[src/hw/rv32i_pkg.sv]
`default_nettype none

package rv32i_pkg;

  // ******************************
  // basic types
  // ******************************

  typedef logic [31:0] word_t; // one data word.

  // source of the register write value.
  typedef enum logic [1:0] {
    rd_alu  = 2'b00, // alu result.
    rd_load = 2'b01, // extended load data.
    rd_pc4  = 2'b10, // link value.
    rd_br   = 2'b11  // branch flag, zero-extended.
  } rd_src_t;

  // ******************************
  // control word
  // ******************************

  // travels with the instruction down the pipe. all zeros is a bubble.
  typedef struct packed {
    logic       mem_read;  // load request.
    logic       mem_write; // store request.
    logic [2:0] funct3;    // access width and sign.
    rd_src_t    rd_src;    // write value select.
    logic [4:0] rd;        // destination register.
    logic       reg_we;    // register write enable.
  } ctrl_word_t;

  // ******************************
  // load/store funct3 codes
  // ******************************

  localparam logic [2:0] F3_B  = 3'b000; // byte, signed on load.
  localparam logic [2:0] F3_H  = 3'b001; // half, signed on load.
  localparam logic [2:0] F3_W  = 3'b010; // full word.
  localparam logic [2:0] F3_BU = 3'b100; // byte, zero-extended.
  localparam logic [2:0] F3_HU = 3'b101; // half, zero-extended.

endpackage

`default_nettype wire

[src/hw/writeback.sv]
`timescale 1ns/1ps
`default_nettype none

module writeback (
  input  wire rv32i_pkg::ctrl_word_t ctrl,
  input  wire rv32i_pkg::word_t      alu_out,
  input  wire rv32i_pkg::word_t      rdata,
  input  wire rv32i_pkg::word_t      pc_plus4,
  input  wire logic                  br_en,
  output logic [4:0]                 rd,
  output rv32i_pkg::word_t           rd_wdata,
  output logic                       rd_we
);

  rv32i_pkg::word_t shifted;
  rv32i_pkg::word_t load_val;

  // ******************************
  // load extraction
  // ******************************

  // bring the addressed lane down to bit 0.
  assign shifted = rdata >> {alu_out[1:0], 3'b000};

  always_comb begin
    case (ctrl.funct3)
      rv32i_pkg::F3_B:  load_val = {{24{shifted[7]}}, shifted[7:0]};
      rv32i_pkg::F3_BU: load_val = {24'd0, shifted[7:0]};
      rv32i_pkg::F3_H:  load_val = {{16{shifted[15]}}, shifted[15:0]};
      rv32i_pkg::F3_HU: load_val = {16'd0, shifted[15:0]};
      default:          load_val = rdata; // word load.
    endcase
  end

  // ******************************
  // register write select
  // ******************************

  always_comb begin
    case (ctrl.rd_src)
      rv32i_pkg::rd_load: rd_wdata = load_val;
      rv32i_pkg::rd_pc4:  rd_wdata = pc_plus4;
      rv32i_pkg::rd_br:   rd_wdata = {31'd0, br_en};
      default:            rd_wdata = alu_out;
    endcase
  end

  assign rd    = ctrl.rd;
  assign rd_we = ctrl.reg_we && (ctrl.rd != 5'd0); // x0 is hardwired.

endmodule

`default_nettype wire

[config.mk]
export PLATFORM = sky130hd
export DESIGN_NAME = writeback
export DESIGN_NICKNAME = d
export VERILOG_FILES = /design/src/hw/rv32i_pkg.sv /design/src/hw/writeback.sv
export SDC_FILE = /design/constraint.sdc
export NUM_CORES = 1
export LEC_CHECK = 0
export ABC_AREA = 1
export BUFFER_PORTS_ARGS = -buffer_cell sky130_fd_sc_hd__buf_4
export CAP_MARGIN = 20
export CORE_UTILIZATION = 40
export DETAILED_ROUTE_END_ITERATION = 8
export PLACE_DENSITY_LB_ADDON = 0.08
export SYNTH_ARGS = -nofsm -noshare
export SYNTH_HDL_FRONTEND = slang
export SYNTH_SLANG_ARGS = --single-unit
[constraint.sdc]
create_clock -name vclk -period 2.25
set_input_delay 0 -clock vclk [all_inputs]
set_output_delay 0 -clock vclk [all_outputs]
set_load 0.005 [all_outputs]
Word-level counts from Yosys, hierarchy flattened
Cells that the tools add are included.
- equal/unequal tests: 6
- shift-type cells: 1
- mux-type cells: 2
- reduce and logical (&&, ||, !) cells: 3
- operators by type and width (cell ; number):
    one-hot mux 32 bit (4 select lines) ; 1
    one-hot mux 32 bit (3 select lines) ; 1
    right shift 32 x 5 -> 16 bit ; 1
    equality test 3 bit (second input constant) ; 2
    nonzero test 5 bit ; 1
    equality test 2 bit (second input constant) ; 2
    equality test 3 x 1 -> 1 bit (second input constant) ; 1
    zero test 3 bit ; 1
    equality test 2 x 1 -> 1 bit (second input constant) ; 1
    logical AND 1 bit ; 1
- flip-flop bits (word level): 0
- input port bits: 110
- output and inout port bits: 38
- logic and storage cells: 12

Logic depth before layout (Yosys ltp)
Gate-level depths: netlist of run 1.
- word-level depth: 3
- depth in mapped cells: 10
- gate-level depth less buffers: 8

Worst setup path before layout of run 1
No wires, ideal clock.
- kind: in2out
- from: in ctrl[8] in the netlist's numbering
- to: out rd_wdata[17]
- data arrival time: 0.861 ns
- data required time: 2.250 ns
- setup slack: 1.389 ns
- stages: 7
- buffers on the path: 2
- cells stage by stage: buf_4 nor3_4 nand3_4 nand3_4 buf_8 nand2_2 nand3_2
- word-level cells in the longest chain between the ends: 3
- elaborated cells between the ends (all ways): 6
- those cells by class: eq/ne (3); mux (2); reduce/logical (1)
- RTL lines (element ; RTL line ; RTL):
    from (decl) ; writeback.sv:5 ; input wire rv32i_pkg::ctrl_word_t ctrl,
    equality test 3 bit, or another cell as far along ; writeback.sv:26 ; case (ctrl.funct3)
    one-hot mux 32 bit (4 select lines) (*) ; writeback.sv:26 ;
    one-hot mux 32 bit (3 select lines) (*) ; writeback.sv:40 ; case (ctrl.rd_src)
    to (decl) ; writeback.sv:11 ; output rv32i_pkg::word_t rd_wdata,
Mark *: on every way between the ends. The rest lies on a longest branch, timed or not.

Worst setup path in the final report of run 1
- from: in alu_out[0]
- to: out rd_wdata[30]
- word-level cells in the longest chain between the ends: 3
- RTL lines (element ; RTL line ; RTL):
    from (decl) ; writeback.sv:6 ; input wire rv32i_pkg::word_t alu_out,
    right shift 32 x 5 -> 16 bit ; writeback.sv:23 ; assign shifted = rdata >> {alu_out[1:0], 3'b000};
    one-hot mux 32 bit (4 select lines) ; writeback.sv:26 ;
    one-hot mux 32 bit (3 select lines) ; writeback.sv:40 ;
Every way passes these cells.

==> run_results.csv, run 1 <==
group,metric,value,unit
synth,synth_area,0.00166,sq mm
power_and_ir_drop,p_per_area,193,mW/mm^2
global_route,grt_max_degree,31,
placement,dpl.hpwl,4.30,mm
finish,seqCellArea,0,sq um
floorplanning,die_y,66.4,um
sta,setup_viol,0,
finish,drive_gt1_share,39.8,%
power_and_ir_drop,leakagePower,1.55,nW
route,firstDrtPassIters,4,
sta,final_max_slew_viol_count,0,
sta,timing.slew.headroom,41.0,%
sta,tightest_slew,884,ps
synth,syn_inst,337,
floorplanning,die_x,66.4,um
clocking,cts_setup_buffers,0,
sta,fin_setup_tns,0,ps
placement,dp.cells,507,
floorplanning,design.core.area,0.00400,sq mm
synth,seq_area_frac_synth,0,%
route,drc_errors,0,
floorplanning,die-area,0.00441,sq mm
synth,synth_cell_types,28,
floorplanning,initial_utilization,41.5,%
sta,max_freq,705,MHz
critical_path,critPathSlowestCell,"buf_4",
power_and_ir_drop,ir_worst_vdd,0.150,mV
critical_path,cp.arrival,1420,ps
floorplanning,num_io_pins,148,
critical_path,crit_chain,"buf_4 > inv_4 > nand2_2 > nand3_2 > nand3_4 > nand3_4 > nand2_1 > nand3_1 > buf_4",
finish,final_common_cell,"buf_4",
finish,final_cells,507,
synth,synthAdderAreaFrac,0,%
sta,fin_crit_sh,63.0,%
critical_path,worstSetupPathType,"in2out",
route,ant_nets,0,
finish,post-route-util,66.7,%
finish,num-clock-buffers,0,
outcome,run_status,"finished, final reports clean",
run,maxCapViolCount,0,
clocking,hold_buffers,0,
global_route,antenna_found_initial,0,
route,drt_first_iter_violations,114,
critical_path,crit_fanout,27,
finish,final_cell_mix,"buf_4 (148), nand2_1 (124), nand3_1 (39)",
route,wl_per_cell,11.1,um
placement,gp_congestion,0.781,
route,vias,2492,
synth,synthMuxAreaShare,0,%
route,viasPerCell,4.92,
min_path,hp-class,"in2out",
critical_path,critPathMaxStageDelay,290,ps
finish,n_antenna_cell,0,
synth,synth_top_family_by_area,"simple AND/OR/NAND/NOR gates",
synth,synth_top_area_share,28.1,%
critical_path,cp-end-kind,"output pin",
synth,synth_compound_area_share,18.0,%
finish,nNetsFinal,569,
critical_path,required,2250,ps
placement,port_buffers,146,
global_route,grt_pass1_wl,8.93,mm
global_route,grt_overflow,0,
finish,seq_cell_count,0,
sta,hold_violations,0,
synth,yosysTopAreaCell,"nand2_1",
clocking,ctsResizeCount,0,
global_route,grt.total_usage,24.9,%
finish,syn_to_final_growth,60.8,%
synth,syn_avg_cell_area,4.92,sq um
global_route,grt_pass1_vias,2075,
synth,synthXorXnorAreaFrac,0,%
critical_path,critPathLaunchType,"input pin",
synth,netlist_top_cells_area,"nand2_1 (28%), nand3_1 (12%), a21oi_1 (8.7%)",
synth,synth-warning-count,0,
synth,synth_simple_gate_area_share,64.3,%
sta,rsz0062_at_grt,"false",
floorplanning,rows,23,
sta,fin_crit,1420,ps
route,drt-total-wl,5.62,mm
synth,syn_nets,447,
==> worst paths after layout <==
| check | from | endpoint | slack (ps) | cells past startpoint |
|---|---|---|---|---|
| worst min-delay path | ctrl[1] | rd[0] | 170 | 2 |
| worst max-delay path | alu_out[0] | rd_wdata[30] | 830 | 9 |
==> synth_stat cells, types with 2 or more instances <==
cell      count
inv_1        29
nand2_2      12
a21oi_1      29
o21ai_0      15
buf_4         6
nor2_1       29
buf_6         2
clkbuf_1      8
buf_2        11
a22o_1        4
nand3_2      11
inv_4         2
nand2_1     124
nand3_4       3
nand3_1      39
==> stage by stage <==
| stage | instance area (sq um) | setup slack (ps) | hold slack, ps | power, W |
|---|---|---|---|---|
| 3_5_place_dp | 2670 | 824 | 175 | 0.000516 |
| 4_1_cts | 2670 | 824 | 175 | 0.000518 |
| 6_report | 2670 | 832 | 174 | 0.000514 |
| 5_1_grt | 2670 | 626 | 180 | 0.000573 |
| 2_1_floorplan | 1660 | 1390 | 78.5 | 0.000256 |
| 3_3_place_gp | 2670 | 837 | 171 | 0.000510 |
==> layer usage <==
layer / wire (um) / vias up / global-route usage (%)
met5: 0 / - / 0
met4: 0 / 0 / 0
met3: 451 / 0 / 1.55
met2: 2880 / 107 / 48.1
met1: 2290 / 1069 / 31.4
li1: - / 1316 / -
==> critical path: cells and delay by family <==
kind,cells,cell delay [ps]
buf+inv,3,610
simple gates,6,780
==> cell families (layout without fill, tap and decap cells) <==
| group | count (synthesis) | after routing |
|---|---|---|
| AOI/OAI and AO/OA | 54 | 54 |
| buffers and inverters | 60 | 180 |
| and+or+nand+nor | 223 | 223 |
==> area by class of cell <==
type / instances / area, sq um
multi-input cells: 277 / 1370
well taps: 50 / 62.6
fillers: 419 / 1330
repair buffers: 148 / 1110
inverters: 32 / 125
==> report_power, final <==
part / total (W) / internal (W) / switching, W / leakage, nW
registers: 0 / 0 / 0 / 0
logic: 0.000514 / 0.000277 / 0.000236 / 1.55
clock network: 0 / 0 / 0 / 0
total: 0.000514 / 0.000277 / 0.000236 / 1.55
Note: power is estimated with default switching activity, not from simulation.
==> inputs of run 2 (changes only) <==
--- a/config.mk
+++ b/config.mk
@@ -8,7 +8,7 @@
 export ABC_AREA = 1
 export BUFFER_PORTS_ARGS = -buffer_cell sky130_fd_sc_hd__buf_4
 export CAP_MARGIN = 20
-export CORE_UTILIZATION = 40
+export CORE_UTILIZATION = 36
 export DETAILED_ROUTE_END_ITERATION = 8
 export PLACE_DENSITY_LB_ADDON = 0.08
 export SYNTH_ARGS = -nofsm -noshare
==> constraint.sdc (replaced) <==
create_clock -name vclk -period 1.14
set_input_delay 0 -clock vclk [all_inputs]
set_output_delay 0 -clock vclk [all_outputs]
set_load 0.005 [all_outputs]
==> run_results.csv, run 2 (same netlist as run 1, synthesis figures left out) <==
group,metric,value,unit
global_route,grt_use_met3,3.46,%
sta,max_freq,968,MHz
sta,fin_crit_sh,90.6,%
outcome,run_status,"finished, final reports clean",
floorplanning,num_io_pins,148,
critical_path,critPathSlowestCell,"buf_12",
sta,tightest_slew,261,ps
finish,nNetsFinal,585,
finish,seq_cell_count,0,
critical_path,crit_chain,"buf_4 > inv_4 > nand2_1 > nand3_1 > nand2_1 > nand2_2 > nand3_4 > buf_12 > nand2_2 > nand3_2 > buf_4",
critical_path,cp-end-kind,"output pin",
critical_path,cp.arrival,1030,ps
min_path,holdPathStages,2,
power_and_ir_drop,intPower,0.000601,W
floorplanning,initial_utilization,37.8,%
finish,nFillCells,443,
floorplanning,design.core.area,0.00438,sq mm
critical_path,critical_path_depth,11,
route,firstDrtPassIters,5,
sta,rsz0062_at_grt,"true",
power_and_ir_drop,leakagePower,1.64,nW
global_route,grt_pass1_wl,10.0,mm
placement,post-place-ws,53.7,ps
global_route,grt_max_degree,33,
global_route,antenna_found_initial,0,
power_and_ir_drop,ir_worst_vdd,0.224,mV
route,drt_first_iter_violations,167,
global_route,use_met1,28.3,%
global_route,grt_overflow,0,
power_and_ir_drop,p_switching,0.000481,W
finish,drive_gt1_share,41.9,%
min_path,min_to,"rd[0]",
placement,port_buffers,146,
critical_path,required,1140,ps
finish,n_antenna_cell,0,
min_path,worstHoldStart,"ctrl[1]",
sta,timing.slew.headroom,82.4,%
finish,post-route-util,64.5,%
power_and_ir_drop,pwr-share-seq,0,%
critical_path,crit_family,"buffers and inverters",
placement,gp_congestion,0.827,
global_route,top_usage_layer,"met2",
clocking,hold_buffers,0,
power_and_ir_drop,clkPwrFrac,0,%
finish,final_common_cell,"buf_4",
route,vias,2570,
run,maxCapViolCount,0,
placement,dpl.hpwl,4.67,mm
sta,setup_viol,0,
power_and_ir_drop,power.total,0.00108,W
critical_path,startpoint,"alu_out[0]",
sta,hold_slack,175,ps
power_and_ir_drop,p_per_area,383,mW/mm^2
floorplanning,rows,24,
critical_path,critPathMaxStageDelay,170,ps
min_path,hp-class,"in2out",
route,drt-total-wl,5.84,mm
critical_path,worstSetupPathType,"in2out",
sta,worst_slack,107,ps
power_and_ir_drop,p_sw_share,44.4,%
route,wl_per_cell,11.1,um
route,drc_errors,0,
sta,final_max_slew_viol_count,0,
floorplanning,die_x,69.9,um
sta,hold_violations,0,
critical_path,crit_fanout,10,
floorplanning,die_y,69.9,um
finish,num-clock-buffers,0,
global_route,grt_pass1_vias,2386,
critical_path,critPathLaunchType,"input pin",
route,viasPerCell,4.90,
finish,seqCellArea,0,sq um
finish,syn_to_final_growth,70.4,%
critical_path,path_buf_inv,4,
global_route,grt.total_usage,23.5,%
route,ant_nets,0,
sta,fin_setup_tns,0,ps
power_and_ir_drop,combPwrFrac,100.0,%
global_route,gr-usage-met2,44.7,%
floorplanning,die-area,0.00488,sq mm
finish,final_cell_mix,"buf_4 (161), nand2_1 (124), nand3_1 (39)",
sta,fin_crit,1030,ps
## run 2: what timing repair did
item                       in CTS  in global routing
resized for setup               0                  0
setup buffers                   0                  2
setup endpoints to repair       0                 17
## run 2: area by class of cell
type	instances	area [sq um]	share of cell area (%)
multi-input combinational	277	1370	48.4
timing repair buffer	164	1270	44.9
inverter	32	125	4.42
tap	52	65.1	2.30
## run 2: how the worst max path moves through the flow
| stage | to |
|---|---|
| finish | rd_wdata[23] |
| global route | rd_wdata[14] |
| CTS | rd_wdata[16] |
| detailed placement | rd_wdata[16] |
| global placement | rd_wdata[31] |
| floorplan | rd_wdata[17] |
## run 2: per-layer routing
metal  wire [um]  up-vias
li1            -     1351
met4          25        0
met5           0        -
met1        2490     1101
met2        2820      116
met3         510        2
## run 2: through the flow
stage | area (sq um) | std cells
after detailed placement | 2800 | 523
after floorplan | 1660 | 337
after global placement | 2800 | 523
after CTS | 2800 | 523
after global routing | 2830 | 525
final | 2830 | 525
## run 2: power by group through the flow
stage	Combinational (W)	Clock, W	Sequential (W)
after floorplan	0.000505	0	0
after global placement	0.00106	0	0
after detailed placement	0.00107	0	0
after CTS	0.00107	0	0
after global routing	0.00120	0	0
final	0.00108	0	0
==> inputs of run 3 (changes only) <==
--- a/config.mk
+++ b/config.mk
@@ -11,6 +11,7 @@
 export CORE_UTILIZATION = 36
 export DETAILED_ROUTE_END_ITERATION = 8
 export PLACE_DENSITY_LB_ADDON = 0.08
+export SETUP_SLACK_MARGIN = 0.4
 export SYNTH_ARGS = -nofsm -noshare
 export SYNTH_HDL_FRONTEND = slang
 export SYNTH_SLANG_ARGS = --single-unit
==> run_results.csv, run 3 (same netlist as run 1, synthesis figures left out) <==
group,metric,value,unit
outcome,run_status,"finished, final reports clean",
global_route,grt_overflow,0,
finish,drive_gt1_share,50.9,%
sta,max_freq,969,MHz
finish,final_cells,541,
route,drt_first_iter_violations,150,
critical_path,critPathLaunchType,"input pin",
power_and_ir_drop,power.total,0.00138,W
critical_path,crit_fanout,7,
route,drc_errors,0,
sta,fin_crit_sh,90.5,%
finish,n_antenna_cell,0,
finish,nNetsFinal,601,
finish,seq_cell_count,0,
placement,gp_congestion,0.859,
global_route,grt_max_degree,22,
placement,dp.cells,523,
global_route,antenna_found_initial,0,
global_route,grt_pass1_vias,2611,
route,firstDrtPassIters,4,
finish,syn_to_final_growth,106,%
placement,dpl.hpwl,4.82,mm
placement,post-place-ws,-4.94,ps
floorplanning,die_y,69.9,um
sta,setup_viol,0,
floorplanning,initial_utilization,37.8,%
floorplanning,rows,24,
placement,port_buffers,146,
critical_path,required,1140,ps
sta,hold_violations,0,
sta,tightest_slew,261,ps
finish,final_area,0.00341,sq mm
placement,placedInstanceArea,0.00280,sq mm
critical_path,cp-end-kind,"output pin",
floorplanning,die_x,69.9,um
min_path,hp-class,"in2out",
global_route,grt_pass1_wl,11.6,mm
power_and_ir_drop,p_per_area,403,mW/mm^2
finish,num-clock-buffers,0,
sta,fin_crit,1030,ps
finish,seqCellArea,0,sq um
floorplanning,design.core.area,0.00438,sq mm
finish,final_common_cell,"buf_4",
route,wl_per_cell,13.2,um
sta,final_max_slew_viol_count,0,
sta,timing.slew.headroom,82.6,%
route,viasPerCell,5.05,
finish,final_cell_mix,"buf_4 (139), nand2_1 (112), buf_6 (29)",
global_route,grt.total_usage,28.0,%
route,drt-total-wl,7.14,mm
route,ant_nets,0,
power_and_ir_drop,ir_worst_vdd,0.325,mV
critical_path,cp.arrival,1030,ps
floorplanning,die-area,0.00488,sq mm
floorplanning,num_io_pins,148,
sta,worst_slack,108,ps
critical_path,worstSetupPathType,"in2out",
power_and_ir_drop,leakagePower,1.95,nW
sta,rsz0062_at_grt,"true",
route,vias,2733,
run,maxCapViolCount,0,
## run 3: cell types whose count changed in the layout (fill, tap and decap cells not counted), moves of 10 or more
cell | before | now
nand3_1 | 39 | 28
buf_4 | 161 | 139
nand2_4 | 1 | 16
o21ai_1 | 1 | 11
nand2_1 | 124 | 112
buf_6 | 0 | 29
o21ai_0 | 15 | 5
nand3_2 | 11 | 21
## run 3: per-stage QoR
stage	TNS (ps)	hold slack [ps]	util [%]
after floorplan	0	78.5	-
after global placement	0	172	63.9
after detailed placement	-4.94	175	63.9
after CTS	0	161	75.5
after global routing	0	166	77.9
final	0	161	77.9
## run 3: final timing paths
path / cells past startpoint / from / slack (ps) / to
setup / recovery: 10 / alu_out[0] / 110 / rd_wdata[20]
hold / removal: 2 / ctrl[1] / 160 / rd[0]
## run 3: final cells by class
type | count | area, sq um
fill | 344 | 971
multi-input combinational | 277 | 1580
timing repair buffer | 180 | 1630
inverter | 32 | 145
tap | 52 | 65.1
## run 3: report_power, final
| part | leakage, nW | internal (W) | switching (W) | total, W |
|---|---|---|---|---|
| registers | 0 | 0 | 0 | 0 |
| clock network | 0 | 0 | 0 | 0 |
| logic | 1.95 | 0.000775 | 0.000601 | 0.00138 |
| total | 1.95 | 0.000775 | 0.000601 | 0.00138 |
## run 3: worst max-delay path, stage by stage
cell and delay (ps):
buf_12 120, clkinv_8 80, nand2_4 60, nand3_4 70, nand3_4 120, nand3_4 140
buf_12 190, nand2_2 60, nand3_2 70, buf_6 120
## run 3: layer usage
metal  vias to the layer above  GRT usage (%)  wire [um]  part of all wire (%)
li1                       1389              -          -                     -
met1                      1196           33.4       2780                    39
met2                       137           52.7       3680                    52
met3                        11           3.75        570                   8.0
met4                         0           5.78        107                   1.5
met5                         -              0          0                     0
## run 3: what timing repair did
item | CTS | global route
cloned | 4 | 0
setup buffers | 12 | 2
resized for setup | 82 | 27
hold endpoints to repair | 0 | 0
pin swaps | 12 | 7
hold buffers | 0 | 0
endpoints found under the setup margin | 33 | 33
