`src/hw/rv32i_pkg.sv`:
```
`default_nettype none

package rv32i_pkg;

  // ******************************
  // basic types
  // ******************************

  typedef logic [31:0] word_t; // one data word.

  // source of the register write value.
  typedef enum logic [1:0] {
    rd_alu  = 2'b00, // alu result.
    rd_load = 2'b01, // extended load data.
    rd_pc4  = 2'b10, // link value.
    rd_br   = 2'b11  // branch flag, zero-extended.
  } rd_src_t;

  // ******************************
  // control word
  // ******************************

  // travels with the instruction down the pipe. all zeros is a bubble.
  typedef struct packed {
    logic       mem_read;  // load request.
    logic       mem_write; // store request.
    logic [2:0] funct3;    // access width and sign.
    rd_src_t    rd_src;    // write value select.
    logic [4:0] rd;        // destination register.
    logic       reg_we;    // register write enable.
  } ctrl_word_t;

  // ******************************
  // load/store funct3 codes
  // ******************************

  localparam logic [2:0] F3_B  = 3'b000; // byte, signed on load.
  localparam logic [2:0] F3_H  = 3'b001; // half, signed on load.
  localparam logic [2:0] F3_W  = 3'b010; // full word.
  localparam logic [2:0] F3_BU = 3'b100; // byte, zero-extended.
  localparam logic [2:0] F3_HU = 3'b101; // half, zero-extended.

endpackage

`default_nettype wire

```
`src/hw/dmem_if.sv`:
```
`timescale 1ns/1ps
`default_nettype none

interface dmem_if;

  rv32i_pkg::word_t addr;  // word aligned.
  rv32i_pkg::word_t wdata; // lane-shifted store data.
  logic [3:0]       mbe;   // byte enables.
  logic             read;  // held while pending.
  logic             write; // held while pending.
  rv32i_pkg::word_t rdata; // valid with resp.
  logic             resp;  // one-cycle done strobe.

  // memory stage side.
  modport stage (output addr, wdata, mbe, read, write,
                 input  rdata, resp);

  // memory side.
  modport mem (input  addr, wdata, mbe, read, write,
               output rdata, resp);

endinterface

`default_nettype wire

```
`src/hw/store_align.sv`:
```
`timescale 1ns/1ps
`default_nettype none

module store_align (
  input  wire logic [2:0]       funct3,
  input  wire logic [1:0]       addr_lo,
  input  wire rv32i_pkg::word_t rs2,
  output rv32i_pkg::word_t      wdata,
  output logic [3:0]            mbe
);

  // the memory only looks at the enabled lanes, so the data is
  // replicated across the word and mbe picks the lanes.
  always_comb begin
    case (funct3)
      rv32i_pkg::F3_B, rv32i_pkg::F3_BU: begin
        wdata = {4{rs2[7:0]}};
        case (addr_lo)
          2'b00:   mbe = 4'b0001;
          2'b01:   mbe = 4'b0010;
          2'b10:   mbe = 4'b0100;
          default: mbe = 4'b1000;
        endcase
      end
      rv32i_pkg::F3_H, rv32i_pkg::F3_HU: begin
        wdata = {2{rs2[15:0]}};
        if (addr_lo[1]) begin
          mbe = 4'b1100; // upper half.
        end else begin
          mbe = 4'b0011; // lower half.
        end
      end
      default: begin
        wdata = rs2; // word store.
        mbe   = 4'b1111;
      end
    endcase
  end

endmodule

`default_nettype wire

```
`src/hw/memory_access.sv`:
```
`timescale 1ns/1ps
`default_nettype none

module memory_access (
  input  wire logic                 clk,
  input  wire logic                 rst,
  input  wire rv32i_pkg::word_t     pc_in,
  input  wire rv32i_pkg::word_t     alu_in,
  input  wire rv32i_pkg::word_t     rs2_in,
  input  wire rv32i_pkg::ctrl_word_t ctrl_in,
  input  wire logic                 br_en_in,
  dmem_if.stage                     bus,
  output logic                      ma_stall,
  output rv32i_pkg::ctrl_word_t     ctrl_out,
  output rv32i_pkg::word_t          alu_out,
  output rv32i_pkg::word_t          rdata_out,
  output rv32i_pkg::word_t          pc_plus4_out,
  output logic                      br_en_out
);

  rv32i_pkg::word_t store_wdata;
  logic [3:0]       store_mbe;

  // ******************************
  // data bus request
  // ******************************

  store_align u_align (
    .funct3  (ctrl_in.funct3),
    .addr_lo (alu_in[1:0]),
    .rs2     (rs2_in),
    .wdata   (store_wdata),
    .mbe     (store_mbe)
  );

  assign bus.addr  = {alu_in[31:2], 2'b00}; // word aligned.
  assign bus.wdata = store_wdata;
  assign bus.mbe   = store_mbe;
  assign bus.read  = ctrl_in.mem_read;
  assign bus.write = ctrl_in.mem_write;

  // hold the front of the pipe until the memory answers.
  assign ma_stall = (ctrl_in.mem_read || ctrl_in.mem_write) && !bus.resp;

  // ******************************
  // mem/wb register
  // ******************************

  always_ff @(posedge clk) begin
    if (rst) begin
      ctrl_out     <= '0; // bubble.
      alu_out      <= '0;
      rdata_out    <= '0;
      pc_plus4_out <= '0;
      br_en_out    <= 1'b0;
    end else if (!ma_stall) begin
      ctrl_out     <= ctrl_in;
      alu_out      <= alu_in;       // low bits kept for load extraction.
      rdata_out    <= bus.rdata;    // valid on the resp edge.
      pc_plus4_out <= pc_in + 32'd4;
      br_en_out    <= br_en_in;
    end
  end

  // a control word is either a load or a store, never both.
  a_one_request : assert property (
    @(posedge clk) disable iff (rst)
    !(bus.read && bus.write)
  );

endmodule

`default_nettype wire

```
`src/flat_wrapper.sv`:
```
// flat-port wrapper written by rule: the top's interface ports become plain ports
module memory_access_flat 
  (clk, rst, pc_in, alu_in, rs2_in, ctrl_in, br_en_in, ma_stall, ctrl_out, alu_out, rdata_out, pc_plus4_out, br_en_out, bus_addr, bus_wdata, bus_mbe, bus_read, bus_write, bus_rdata, bus_resp);
  dmem_if bus_i ();
  input  wire logic clk;
  input  wire logic rst;
  input  wire rv32i_pkg::word_t pc_in;
  input  wire rv32i_pkg::word_t alu_in;
  input  wire rv32i_pkg::word_t rs2_in;
  input  wire rv32i_pkg::ctrl_word_t ctrl_in;
  input  wire logic br_en_in;
  output logic ma_stall;
  output rv32i_pkg::ctrl_word_t ctrl_out;
  output rv32i_pkg::word_t alu_out;
  output rv32i_pkg::word_t rdata_out;
  output rv32i_pkg::word_t pc_plus4_out;
  output logic br_en_out;
  output wire logic [$bits(bus_i.addr)-1:0] bus_addr;
  output wire logic [$bits(bus_i.wdata)-1:0] bus_wdata;
  output wire logic [$bits(bus_i.mbe)-1:0] bus_mbe;
  output wire logic [$bits(bus_i.read)-1:0] bus_read;
  output wire logic [$bits(bus_i.write)-1:0] bus_write;
  input wire logic [$bits(bus_i.rdata)-1:0] bus_rdata;
  input wire logic [$bits(bus_i.resp)-1:0] bus_resp;
  assign bus_addr = bus_i.addr;
  assign bus_wdata = bus_i.wdata;
  assign bus_mbe = bus_i.mbe;
  assign bus_read = bus_i.read;
  assign bus_write = bus_i.write;
  assign bus_i.rdata = bus_rdata;
  assign bus_i.resp = bus_resp;
  memory_access u_core (.clk(clk), .rst(rst), .pc_in(pc_in), .alu_in(alu_in), .rs2_in(rs2_in), .ctrl_in(ctrl_in), .br_en_in(br_en_in), .bus(bus_i), .ma_stall(ma_stall), .ctrl_out(ctrl_out), .alu_out(alu_out), .rdata_out(rdata_out), .pc_plus4_out(pc_plus4_out), .br_en_out(br_en_out));
endmodule
```
`config.mk`:
```
export PLATFORM = sky130hd
export DESIGN_NAME = memory_access_flat
export DESIGN_NICKNAME = d
export VERILOG_FILES = /design/src/hw/rv32i_pkg.sv /design/src/hw/dmem_if.sv /design/src/hw/store_align.sv /design/src/hw/memory_access.sv /design/src/flat_wrapper.sv
export SDC_FILE = /design/constraint.sdc
export NUM_CORES = 1
export LEC_CHECK = 0
export BUFFER_PORTS_ARGS = -buffer_cell sky130_fd_sc_hd__buf_2
export CAP_MARGIN = 10
export CORE_AREA = 5 5 125 127
export CTS_CLUSTER_DIAMETER = 60
export DETAILED_ROUTE_END_ITERATION = 8
export DIE_AREA = 0 0 130 132
export GPL_ROUTABILITY_DRIVEN = 0
export GPL_TIMING_DRIVEN = 0
export HOLD_SLACK_MARGIN = 0.12
export MAX_ROUTING_LAYER = met4
export PLACE_DENSITY = 0.71
export SYNTH_ARGS = -nofsm -noshare
export SYNTH_HDL_FRONTEND = slang
export SYNTH_SLANG_ARGS = --single-unit
```
`constraint.sdc`:
```
create_clock -name clk -period 1.31 [get_ports clk]
set_input_delay 0.0655 -clock clk [delete_from_list [all_inputs] [get_ports clk]]
set_output_delay 0.0655 -clock clk [all_outputs]
set_load 0.005 [all_outputs]
```
; ---- Word level (Yosys, flattened, before mapping)
; Index checks and enable logic that the tools add are counted.
[op_classes]
n_div = 0
add_sub_neg = 1
mux = 4
n_reduce_logical = 7
n_shift = 0
order_cmp = 0
n_eq_ne = 5
n_mul = 0
bitwise = 0
[ops]
columns = operator, n
row1 = one-hot mux 32 bit (2 select lines), 1
row2 = adder 32 x 3 -> 32 bit (second input constant), 1
row3 = one-hot mux 4 bit (3 select lines), 1
row4 = one-hot mux 4 bit (2 select lines), 1
row5 = equality test 3 bit (second input constant), 2
row6 = two-way mux 4 bit, 1
row7 = OR reduction 2 bit, 2
row8 = equality test 3 x 1 -> 1 bit (second input constant), 1
row9 = zero test 3 bit, 1
row10 = equality test 2 x 1 -> 1 bit (second input constant), 1
row11 = equality test 2 bit (second input constant), 1
row12 = zero test 2 bit, 1
row13 = logical AND 1 bit, 1
row14 = zero test 1 bit, 1
row15 = logical OR 1 bit, 1
[totals]
ff_bits = 110
latchBits = 0
mem_bits_ro = 0
n_memories = 0
elab_cells = 27
mem_bits_rw = 0
out_inout_bits = 181

; ---- Longest topological paths before layout
; Gate-level depths: netlist of the first run.
[depth]
word_depth = 3
mapped_depth = 8
mapped_depth_nobuf = 6

; ---- Modules after synthesis
; A second synthesis of the first run with hierarchy kept.
[unflattened]
hier_cells = 630
area_unflattened_um2 = 5121.2
[by_module_without_submodules]
columns = mod, cells_per_inst, instances, seq_area_each_um2, area_each_um2
row1 = memory_access, 570, 1, 2202.1, 4589.4
row2 = store_align, 60, 1, 0.0, 531.8

; ---- Least setup slack after synthesis of the first run
; Ideal clock, no wire load.
[synth_path]
kind = input port to flip-flop
from = input pc_in[2]
to = register u_core.pc_plus4_out[28]
t_arrival_ns = 1.209
path_slack_ns = -0.016
path_buffers = 0
cell_stages = 6
setup_time_ns = 0.117
path_cell_list = ha_1 > nand4_1 > nor2_2 > nand4_1 > xnor2_1 > a22o_1
[synth_via]
elab_chain_cells = 1
[synth_rtl]
columns = item, line
row1 = start: declaration, flat_wrapper.sv:7  ; input wire rv32i_pkg::word_t pc_in;
row2 = adder 32 x 3 -> 32 bit, memory_access.sv:60  ; pc_plus4_out <= pc_in + 32'd4;
row3 = end signal: assignment, memory_access.sv:60
row4 = end: declaration, memory_access.sv:17  ; output rv32i_pkg::word_t pc_plus4_out,
; No other way between the ends.
; A chain may end at the register's enable or synchronous reset.

; ---- Worst setup path in the final report of the first run
[layout_path]
from = input bus_resp
to = register, netlist name u_core.ctrl_out[12]
[layout_via]
elab_chain_cells = 2
[layout_rtl]
columns = item, line
row1 = start: declaration, flat_wrapper.sv:24  ; input wire logic [$bits(bus_i.resp)-1:0] bus_resp;
row2 = zero test 1 bit, memory_access.sv:43  ; assign ma_stall = (ctrl_in.mem_read || ctrl_in.mem_write) && !bus.resp;
row3 = logical AND 1 bit, memory_access.sv:43
; No other way between the ends.

==> results of run 1 <==
synth_stat cells (all sizes together):
master	count
buf	50
a21o	2
nor3	6
mux2i	8
dfxtp	110
or3	1
xor2	13
nand3	13
ha	1
conb	1
clkbuf	32
nor4b	1
a21oi	81
inv	4
xnor2	15
or2	1
a211oi	26
and2	1
nand2	176
nand2b	2
a22o	3
o21bai	2
o21ai	8
nor2	38
and4	3
nand4	12
and3	2
nor4	1
mux2	16
kinds of logic after synthesis:
group,share of synthesized area (%)
buf+inv,9.73
xor+xnor,4.91
mux,5.21
fa+ha+maj,0.250
simple gates,21.8
flops,44.0
compound gates,13.9
other cells,0.0750
per-stage QoR:
stage | std cells | power [uW] | utilization (%)
floorplan | 630 | 4440 | -
global placement | 1136 | 5240 | 47.9
detailed placement | 1136 | 5260 | 47.9
CTS | 1257 | 9030 | 58.1
global route | 1255 | 9370 | 58.2
finish | 1256 | 8970 | 58.3
worst max-delay path by stage:
stage / depth (start not counted) / endpoint / slack, ns / startpoint
2_1_floorplan: 6 / u_core.pc_plus4_out[28] / 0.02 / pc_in[2]
3_3_place_gp: 8 / u_core.ctrl_out[1] / -0.68 / ctrl_in[12]
3_5_place_dp: 8 / u_core.rdata_out[23] / -0.74 / ctrl_in[12]
4_1_cts: 7 / u_core.pc_plus4_out[31] / 0.01 / pc_in[27]
5_1_grt: 7 / u_core.pc_plus4_out[16] / 0.04 / pc_in[2]
6_report: 5 / u_core.ctrl_out[12] / 0.10 / bus_resp
metal layers:
layer	share of wire, %	up-vias	global-route usage, %	wire [um]
li1	-	2938	-	-
met1	38	2734	23.8	7500
met2	51	264	39.3	9870
met3	8.1	33	4.78	1590
met4	2.7	0	7.97	526
met5	0	-	-	0
flip-flops by register name, indices dropped and copies added, names as in the netlist:
name	cells
u_core.pc_plus4_out	32
u_core.rdata_out	32
u_core.br_en_out	1
u_core.ctrl_out	13
u_core.alu_out	32
layout make-up:
cell class	instances	area, um^2
Antenna cell	1	2.50
Fill cell	1268	5970
Multi-Input combinational cell	434	2330
Inverter	4	15.0
Clock buffer	10	229
Buffer	80	489
Clock inverter	6	158
Timing Repair Buffer	427	2680
Tap cell	184	230
Sequential cell	110	2200
where the power goes:
group          leakage [uW]  switching (uW)  internal, uW  total (uW)
Clock              0.000183            1260          2260        3520
Sequential         0.000912             108          3570        3680
Combinational       0.00300             844           935        1780
critical path: cells and delay by family:
| family | cells | cell delay, ns |
|---|---|---|
| AO/OA/AOI/OAI | 1 | 0.06 |
| AND/OR/NAND/NOR | 1 | 0.08 |
| buffers and inverters | 3 | 1.22 |
layout by cell type, fill, tap and decap left out, types with 9 or more instances in the layout:
cell / Yosys / layout
buf_2: 5 / 326
dfxtp_1: 110 / 110
a21oi_1: 81 / 81
clkbuf_16: 0 / 9
xor2_1: 13 / 13
clkbuf_1: 32 / 17
a211oi_1: 26 / 25
nor2_1: 37 / 36
nand2_1: 176 / 176
clkbuf_2: 0 / 12
mux2_2: 16 / 16
buf_4: 42 / 45
nand4_1: 12 / 12
dlygate4sd3_1: 0 / 102
xnor2_1: 15 / 15
nand3_1: 13 / 13
timing repair:
item | in CTS | in global routing
hold endpoints to repair | 104 | 0
setup buffers | 0 | 2
cloned | 0 | 0
hold buffers | 105 | 0
endpoints found under the setup margin | 109 | 82
pin swaps | 0 | 5
resized for setup | 19 | 8
==> results.md, run 1 <==
- Vias per cell: 4.75
- All-Layer GR Usage: 22.1%
- First drt pass iteration count: 5
- Syn Area/Cell: 7.95 um^2
- Cell Area, Placed: 0.00685 mm^2
- Leading area contributor after synthesis: dfxtp_1
- Clk_lat worst skew: 0.34 ns
- HPWL after DPL: about 14 mm
- Setup Skew: 0 ns
- P_leak: 0.00409 uW
- Synth area leaders: dfxtp_1 (44%), nand2_1 (13%), a21oi_1 (8.1%)
- Pwr dens: around 1100 mW/mm^2
- Top cell type's share of synthesized area: 44.0%
- Slowest stage delay, CP: 0.57 ns
- Layout cells sized above 1: 39.8%
- Status: finished, final reports clean
- Initial Util: 34.9%
- Standard-cell rows: 44
- Max-cap violations: 0
- Critical path's most frequent cell: dlygate4sd3_1
- Arr. time, crit path: 1.42 ns
- Die ar.: 0.0172 mm^2
- Post-synthesis sequential area ratio: 44.0%
- Max-slew violations: 0
- DRC Markers: 0
- Unique cell type count in the Yosys netlist: 34
- Slew @ Worst Pin: 0.515 ns
- Wirelength, routed: 19.5 mm
- FF-to-FF End: u_core.pc_plus4_out[6]
- RSZ-0062 raised after global routing: no
- Area Growth Syn to Fin: 66.8%
- I/O Buffers: approximately 320
- Worst Min Path Start: pc_in[19]
- Kind of critical path: in -> reg
- CTS max path bufs: 2
- CTS Sinks: 110
- Ordered list of cells on the worst path: buf_2 -> dlygate4sd3_1 -> nand2_1 -> dlygate4sd3_1 -> a21oi_1
- WL per Instance: 15.5 um
- CP max stage cell: dlygate4sd3_1
- Slew margin rel.: 65.7%
- CTS tree: done
- Crit path max fanout: 2
- Die W: 130 um
- WP data required: 1.52 ns
- DR vias: 5969
- Final setup fails: 0
- Top-Level Pins: 326
- Mapped Cells: 629
- Clock root buffer: clkbuf_16
- Vias in the first global route: approximately 6000
- Antenna viol nets, final: 0
- Worst hold path cell count: 3
- GR Overflow Total: 0
- Fin crit share: 92.0%
- Worst IR Drop VDD: 0.594 mV
- Crit start category: primary input
- Pre-CTS setup slack: -0.742 ns
- Die boundary height: 132 um
- R2R setup slack: 0.57 ns
- Fin area: 0.00834 mm^2
- Worst hold path type: in -> reg
- Warnings, synthesis: 0
- Number of synthesized register bits: 110
- Hold EP: u_core.pc_plus4_out[19]
- Synth Cell Area: 0.00500 mm^2
- TritonCTS buffer count: 9
- Initial drt markers: 208
- Fmax: about 0.83 GHz
- Setup TNS Final: 0 ns
- Largest net degree at the start of global routing: 18
- CORE AREA: about 0.014 mm^2
- H-Tree Depth: 3
- Setup ws final: 0.105 ns
- First-pass GRT wire length: 29.5 mm
- Tmin final: 1.21 ns
- Fin nets: 1212
- Worst R2R Start: u_core.pc_plus4_out[6]
- Final Hold Viols: 0
- Worst R2R Path Depth: 2
- Initial antenna violation count: 0
- CP endpoint kind: flop
- Fin Hold WS: 0.149 ns
- Clk slew on worst S/H paths: ~0.07 ns
No activity file was read; power rests on OpenSTA's default activity.
==> inputs of run 2 (changes only) <==
--- a/config.mk
+++ b/config.mk
@@ -7,10 +7,10 @@
 export LEC_CHECK = 0
 export BUFFER_PORTS_ARGS = -buffer_cell sky130_fd_sc_hd__buf_2
 export CAP_MARGIN = 10
-export CORE_AREA = 5 5 125 127
+export CORE_AREA = 4 4 124 126
 export CTS_CLUSTER_DIAMETER = 60
 export DETAILED_ROUTE_END_ITERATION = 8
-export DIE_AREA = 0 0 130 132
+export DIE_AREA = 0 0 128 130
 export GPL_ROUTABILITY_DRIVEN = 0
 export GPL_TIMING_DRIVEN = 0
 export HOLD_SLACK_MARGIN = 0.12
==> run 2 against run 1 <==
  * Clock skew stayed put
  * Maximum frequency shrank 3.0%
  * Via count up 0.32%
  * Sequential share of layout area up 0.12 points
  * Die area down 3.0%
  * Sequential power hardly changed
  * Setup slack got worse by 0.037 ns
  * Global-route usage is 1.0 points higher
  * Critical endpoint unchanged
==> results.md, run 2 (synthesis gave the netlist of run 1 again) <==
- Status: finished, final reports clean
- Final setup fails: 0
- First-pass GRT wire length: 29.9 mm
- Crit start category: primary input
- Largest net degree at the start of global routing: 18
- Commonest non-fill, non-tap cell in the layout: buf_2
- Top-Level Pins: around 330
- Initial Util: 34.9%
- R2R setup slack: 0.53 ns
- CTS max path bufs: 2
- CP endpoint kind: flop
- H-Tree Depth: 3
- Worst R2R Path Depth: 2
- WP data required: 1.53 ns
- Worst hold path type: in -> reg
- Vias per cell: between 4 and 5
- All-Layer GR Usage: between 20% and 30%
- GR Overflow Total: 0
- Wirelength, routed: 19.3 mm
- First drt pass iteration count: 5
- CTS tree: done
- Tmin final: 1.24 ns
- Final Power: 8320 uW
- DRC Markers: 0
- DR vias: about 6000
- Slew margin rel.: 65.5%
- Crit path max fanout: 3
- Setup crit end: u_core.ctrl_out[12]
- P_leak: 0.00406 uW
- Initial antenna violation count: 0
- Fmax: slightly above 0.8 GHz
- Final Hold Viols: 0
- Clk slew on worst S/H paths: around 0.070 ns
- Max-cap violations: 0
- Die W: 128 um
- WL per Instance: 15.3 um
- CORE AREA: ~0.014 mm^2
- Pwr dens: roughly 1000 mW/mm^2
- RSZ-0062 raised after global routing: no
- Kind of critical path: in -> reg
- HPWL after DPL: 13.6 mm
- Fin crit share: 94.9%
- Largest registers: u_core.alu_out: 32 flops, u_core.pc_plus4_out: 32 flops, u_core.rdata_out: 32 flops
- Fin nets: around 1200
- Initial drt markers: 219
- Clk_lat worst skew: 0.34 ns
- Fin util: about 58%
- Worst R2R Start: u_core.pc_plus4_out[18]
- Max-slew violations: 0
- Vias in the first global route: 6089
- TritonCTS buffer count: 9
- Worst IR Drop VDD: 0.617 mV
- Antenna viol nets, final: 0
- Die boundary height: 130 um
- I/O Buffers: approximately 320
- Die ar.: about 0.017 mm^2
- Layout cells sized above 1: 39.9%
- Most frequent cells in the layout: buf_2 (325), nand2_1 (176), dfxtp_1 (110)
- Slew @ Worst Pin: 0.516 ns
- Arr. time, crit path: 1.46 ns
- Critical path origin: bus_resp
- CTS Sinks: 110
- FF-to-FF End: u_core.pc_plus4_out[18]
- Area Growth Syn to Fin: 66.0%
- Clock root buffer: clkbuf_16
- Standard-cell rows: 44
- Setup Skew: 0 ns
==> run 2: changes by cell type in the layout (fill, tap and decap cells not counted), sizes merged <==
cell / delta
bufinv: -4
clkbuf: +3
dlygate4sd3: +3
clkinv: +2
buf: -1
diode: +1
dlymetal6s4s: -1
inv: +1
==> run 2: layout make-up <==
type | instances | area [um^2]
Buffer | 80 | 495
Tap cell | 184 | 230
Clock buffer | 11 | 253
Timing Repair Buffer | 430 | 2720
Multi-Input combinational cell | 434 | 2330
Antenna cell | 2 | 5.00
Sequential cell | 110 | 2200
Clock inverter | 5 | 56.3
Inverter | 4 | 15.0
Fill cell | 1283 | 6010
==> run 2: routing by layer <==
metal,part of all wire (%),GRT usage (%)
met1,39,25.5
met2,51,41.0
met3,7.0,4.38
met4,3.3,9.49
met5,0,-
==> run 2: critical path, stage by stage <==
cell,delay [ns]
buf_2,0.12
dlygate4sd3_1,0.57
nand2_1,0.08
dlygate4sd3_1,0.56
a21oi_1,0.06
==> run 2: worst min path at each step <==
stage / start / depth (start not counted) / end
2_1_floorplan: pc_in[2] / 1 / u_core.pc_plus4_out[2]
3_3_place_gp: br_en_in / 3 / u_core.br_en_out
3_5_place_dp: bus_rdata[17] / 3 / u_core.rdata_out[17]
4_1_cts: pc_in[29] / 3 / u_core.pc_plus4_out[29]
5_1_grt: pc_in[5] / 3 / u_core.pc_plus4_out[5]
6_report: pc_in[5] / 3 / u_core.pc_plus4_out[5]
==> run 2: repair_timing <==
item,CTS,global route
setup endpoints to repair,102,100
gates resized for setup,18,12
pin swaps,0,6
buffers inserted,0,2
cloned,0,0
endpoints found under the hold margin,104,0
hold buffers,107,0
==> run 2: through the flow <==
step	hold slack [ns]	setup slack, ns	setup TNS, ns	instances	area, um^2
detailed placement	0.317	-0.745	-63.16	1136	6850
global placement	0.313	-0.722	-61.40	1136	6850
global route	0.162	0.0145	0	1258	8300
finish	0.139	0.0674	0	1260	8300
floorplan	0.161	0.0154	0	630	5010
CTS	0.122	0.0110	0	1259	8260
==> run 2: power breakdown <==
group | internal, uW | total, uW | switching [uW]
Clock | 1590 | 2850 | 1260
Sequential | 3570 | 3690 | 118
Combinational | 941 | 1780 | 836
Total | 6100 | 8320 | 2220
==> inputs of run 3 (changes only) <==
--- a/config.mk
+++ b/config.mk
@@ -16,6 +16,7 @@
 export HOLD_SLACK_MARGIN = 0.12
 export MAX_ROUTING_LAYER = met4
 export PLACE_DENSITY = 0.71
+export SETUP_SLACK_MARGIN = 0.5
 export SYNTH_ARGS = -nofsm -noshare
 export SYNTH_HDL_FRONTEND = slang
 export SYNTH_SLANG_ARGS = --single-unit
==> run 3 against run 2 <==
  * Maximum frequency grew 16%
  * Total power rose by 18%
  * Routed wire length is 49% higher
  * Die area stayed put
  * First-iteration DRC count up 120%
  * Clock power fell by 6%
  * Sequential share of layout area is 6.7 points lower
  * Final cell count up 7.2%
  * Utilization grew 25 points
  * Combinational power is 88% higher
  * Setup slack better by 0.17 ns
  * Non-clock buffer count up 85
  * Highest routed layer unchanged
==> results.md, run 3 (synthesis gave the netlist of run 1 again) <==
- Vias in the first global route: 6754
- Fin Hold WS: 0.0612 ns
- Tmin final: ~1.1 ns
- Setup Skew: 0 ns
- CP max stage cell: or2_4
- Combinational share of power: between 30% and 40%
- Vias per cell: 5.25
- Initial drt markers: between 400 and 500
- Area Growth Syn to Fin: 137%
- TritonCTS buffer count: 9
- Clk_lat worst skew: between 0.3 and 0.4 ns
- Layout cells sized above 1: between 70% and 80%
- Max-cap violations: 0
- GR Overflow Total: 0
- Worst hold path type: in -> reg
- Crit start category: primary input
- CP endpoint kind: flop
- I/O Buffers: 322
- WP data required: 1.58 ns
- Ordered list of cells on the worst path: buf_8 -> nor2_4 -> or2_4 -> clkbuf_16 -> inv_12 -> buf_12 -> buf_16 -> buf_12 -> buf_16 -> nand2_1 -> a21oi_1
- CTS max path bufs: 2
- Part of the power in registers: between 30% and 40%
- Standard-cell rows: 44
- Largest registers: u_core.alu_out: 32 flops, u_core.pc_plus4_out: 32 flops, u_core.rdata_out: 32 flops
- Worst hold path cell count: 3
- Status: finished, final reports clean
- Max-slew violations: 0
- Pwr dens: around 830 mW/mm^2
- Power share of the clock group: 27.4%
- Multi-input logic area: 0.00349 mm^2
- Wirelength, routed: between 20 and 30 mm
- DRC Markers: 0
- CTS tree: done
- Worst IR Drop VDD: 0.588 mV
- H-Tree Depth: 3
- Worst Min Path Start: pc_in[9]
- Initial Util: 34.9%
- Slowest stage delay, CP: approximately 0.25 ns
- Crit path max fanout: 5
- Fill cell count: 742
- P_leak: ~0.0055 uW
- CP Depth: 11
- HPWL after DPL: 14.0 mm
- Most frequent cells in the layout: buf_2 (207), buf_6 (117), buf_4 (107)
- Switching Fraction: about 30%
- Setup TNS Final: 0 ns
- Slew margin rel.: 48.1%
- Worst R2R Path Depth: 3
- RSZ-0062 raised after global routing: yes
- Die W: 128 um
- Fin area: 0.0118 mm^2
- Die ar.: approximately 0.017 mm^2
- CORE AREA: between 0.01 and 0.015 mm^2
- First drt pass iteration count: 5
- Cell Area, Placed: 0.00728 mm^2
- Fin nets: 1300
- Critical path origin: ctrl_in[11]
- WL per Instance: 21.3 um
- Kind of critical path: in -> reg
- Antenna viol nets, final: 0
- Initial antenna violation count: 3
- CP top delay family: buffers and inverters
- Top-Level Pins: about 330
- DR vias: between 7000 and 8000
- Final Hold Viols: 0
- Cts hold-fix bufs: 87
- Storage element area: 0.00235 mm^2
- Clock root buffer: clkbuf_16
- Clk slew on worst S/H paths: 0.08 ns
- Worst Path Buf+Inv: 7
- Internal cell power: 6840 uW
- Slew @ Worst Pin: about 0.78 ns
- Final setup fails: 0
- CTS Sinks: 110
- Arr. time, crit path: 1.34 ns
- Fmax: 0.937 GHz
- First-pass GRT wire length: around 35 mm
- Die boundary height: 130 um
- Largest net degree at the start of global routing: 19
- All-Layer GR Usage: 27.7%
- Fin crit share: between 80 and 90%
- P_sw: between 2000 and 3000 uW
- Worst R2R Start: u_core.pc_plus4_out[10]
- Commonest non-fill, non-tap cell in the layout: buf_2
==> run 3: changes by cell type in the layout (fill, tap and decap cells not counted), sizes merged <==
cell	before	now
buf	372	470
dlymetal6s4s	2	1
diode	2	8
bufinv	1	0
clkbuf	42	48
inv	5	6
clkinv	2	4
clkinvlp	1	0
dlygate4sd3	105	86
==> run 3: what timing repair did <==
item                                    4_1_cts  5_1_grt
pin swaps                                    44       82
endpoints found under the hold margin       105        6
resized for setup                           349      254
endpoints found under the setup margin      238      249
gates cloned                                 23        2
setup buffers                                40       39
==> run 3: path summary, 6_finish.rpt <==
path                                           endpoint  slack (ns)
worst max-delay path                u_core.rdata_out[0]        0.24
worst max register to register  u_core.pc_plus4_out[10]        0.50
worst min-delay path             u_core.pc_plus4_out[9]        0.06
worst min register to register       u_core.ctrl_out[7]        0.45
==> run 3: final cells by class <==
cell class / count / share of cell area, %
sequential: 110 / 19.9
timing repair buffer: 513 / 37.9
antenna: 8 / 0.169
multi-input combinational: 434 / 29.5
clock inverter: 6 / 0.381
inverter: 4 / 0.233
buffer: 82 / 8.13
clock buffer: 10 / 1.94
tap: 184 / 1.95
==> run 3: metrics by stage <==
stage               setup slack [ns]  std cells  total power, uW  util (%)
finish                         0.242       1351             9810      82.6
global route                   0.204       1347            10200      82.6
CTS                            0.326       1302             9100      73.4
detailed placement            -0.252       1136             5440      50.9
global placement              -0.216       1136             5420      50.9
floorplan                      0.147        630             4600         -
==> run 3: worst min-delay path: cells and delay by family <==
family / cells / cell delay (ns)
xor+xnor: 1 / 0.15
compound gates: 1 / 0.08
buf+inv: 1 / 0.08
==> run 3: power by group through the flow <==
stage / Sequential, uW / Combinational [uW] / Clock, uW
detailed placement: 3750 / 1680 / 0
CTS: 3740 / 2670 / 2690
global placement: 3750 / 1670 / 0
global route: 3800 / 3490 / 2870
finish: 3780 / 3340 / 2690
floorplan: 3780 / 817 / 0
==> run 3: layer usage <==
layer	part of all wire, %	global-route usage (%)
met5	0	-
met4	5.4	13.3
met3	7.3	4.99
met2	53	49.3
met1	34	29.9
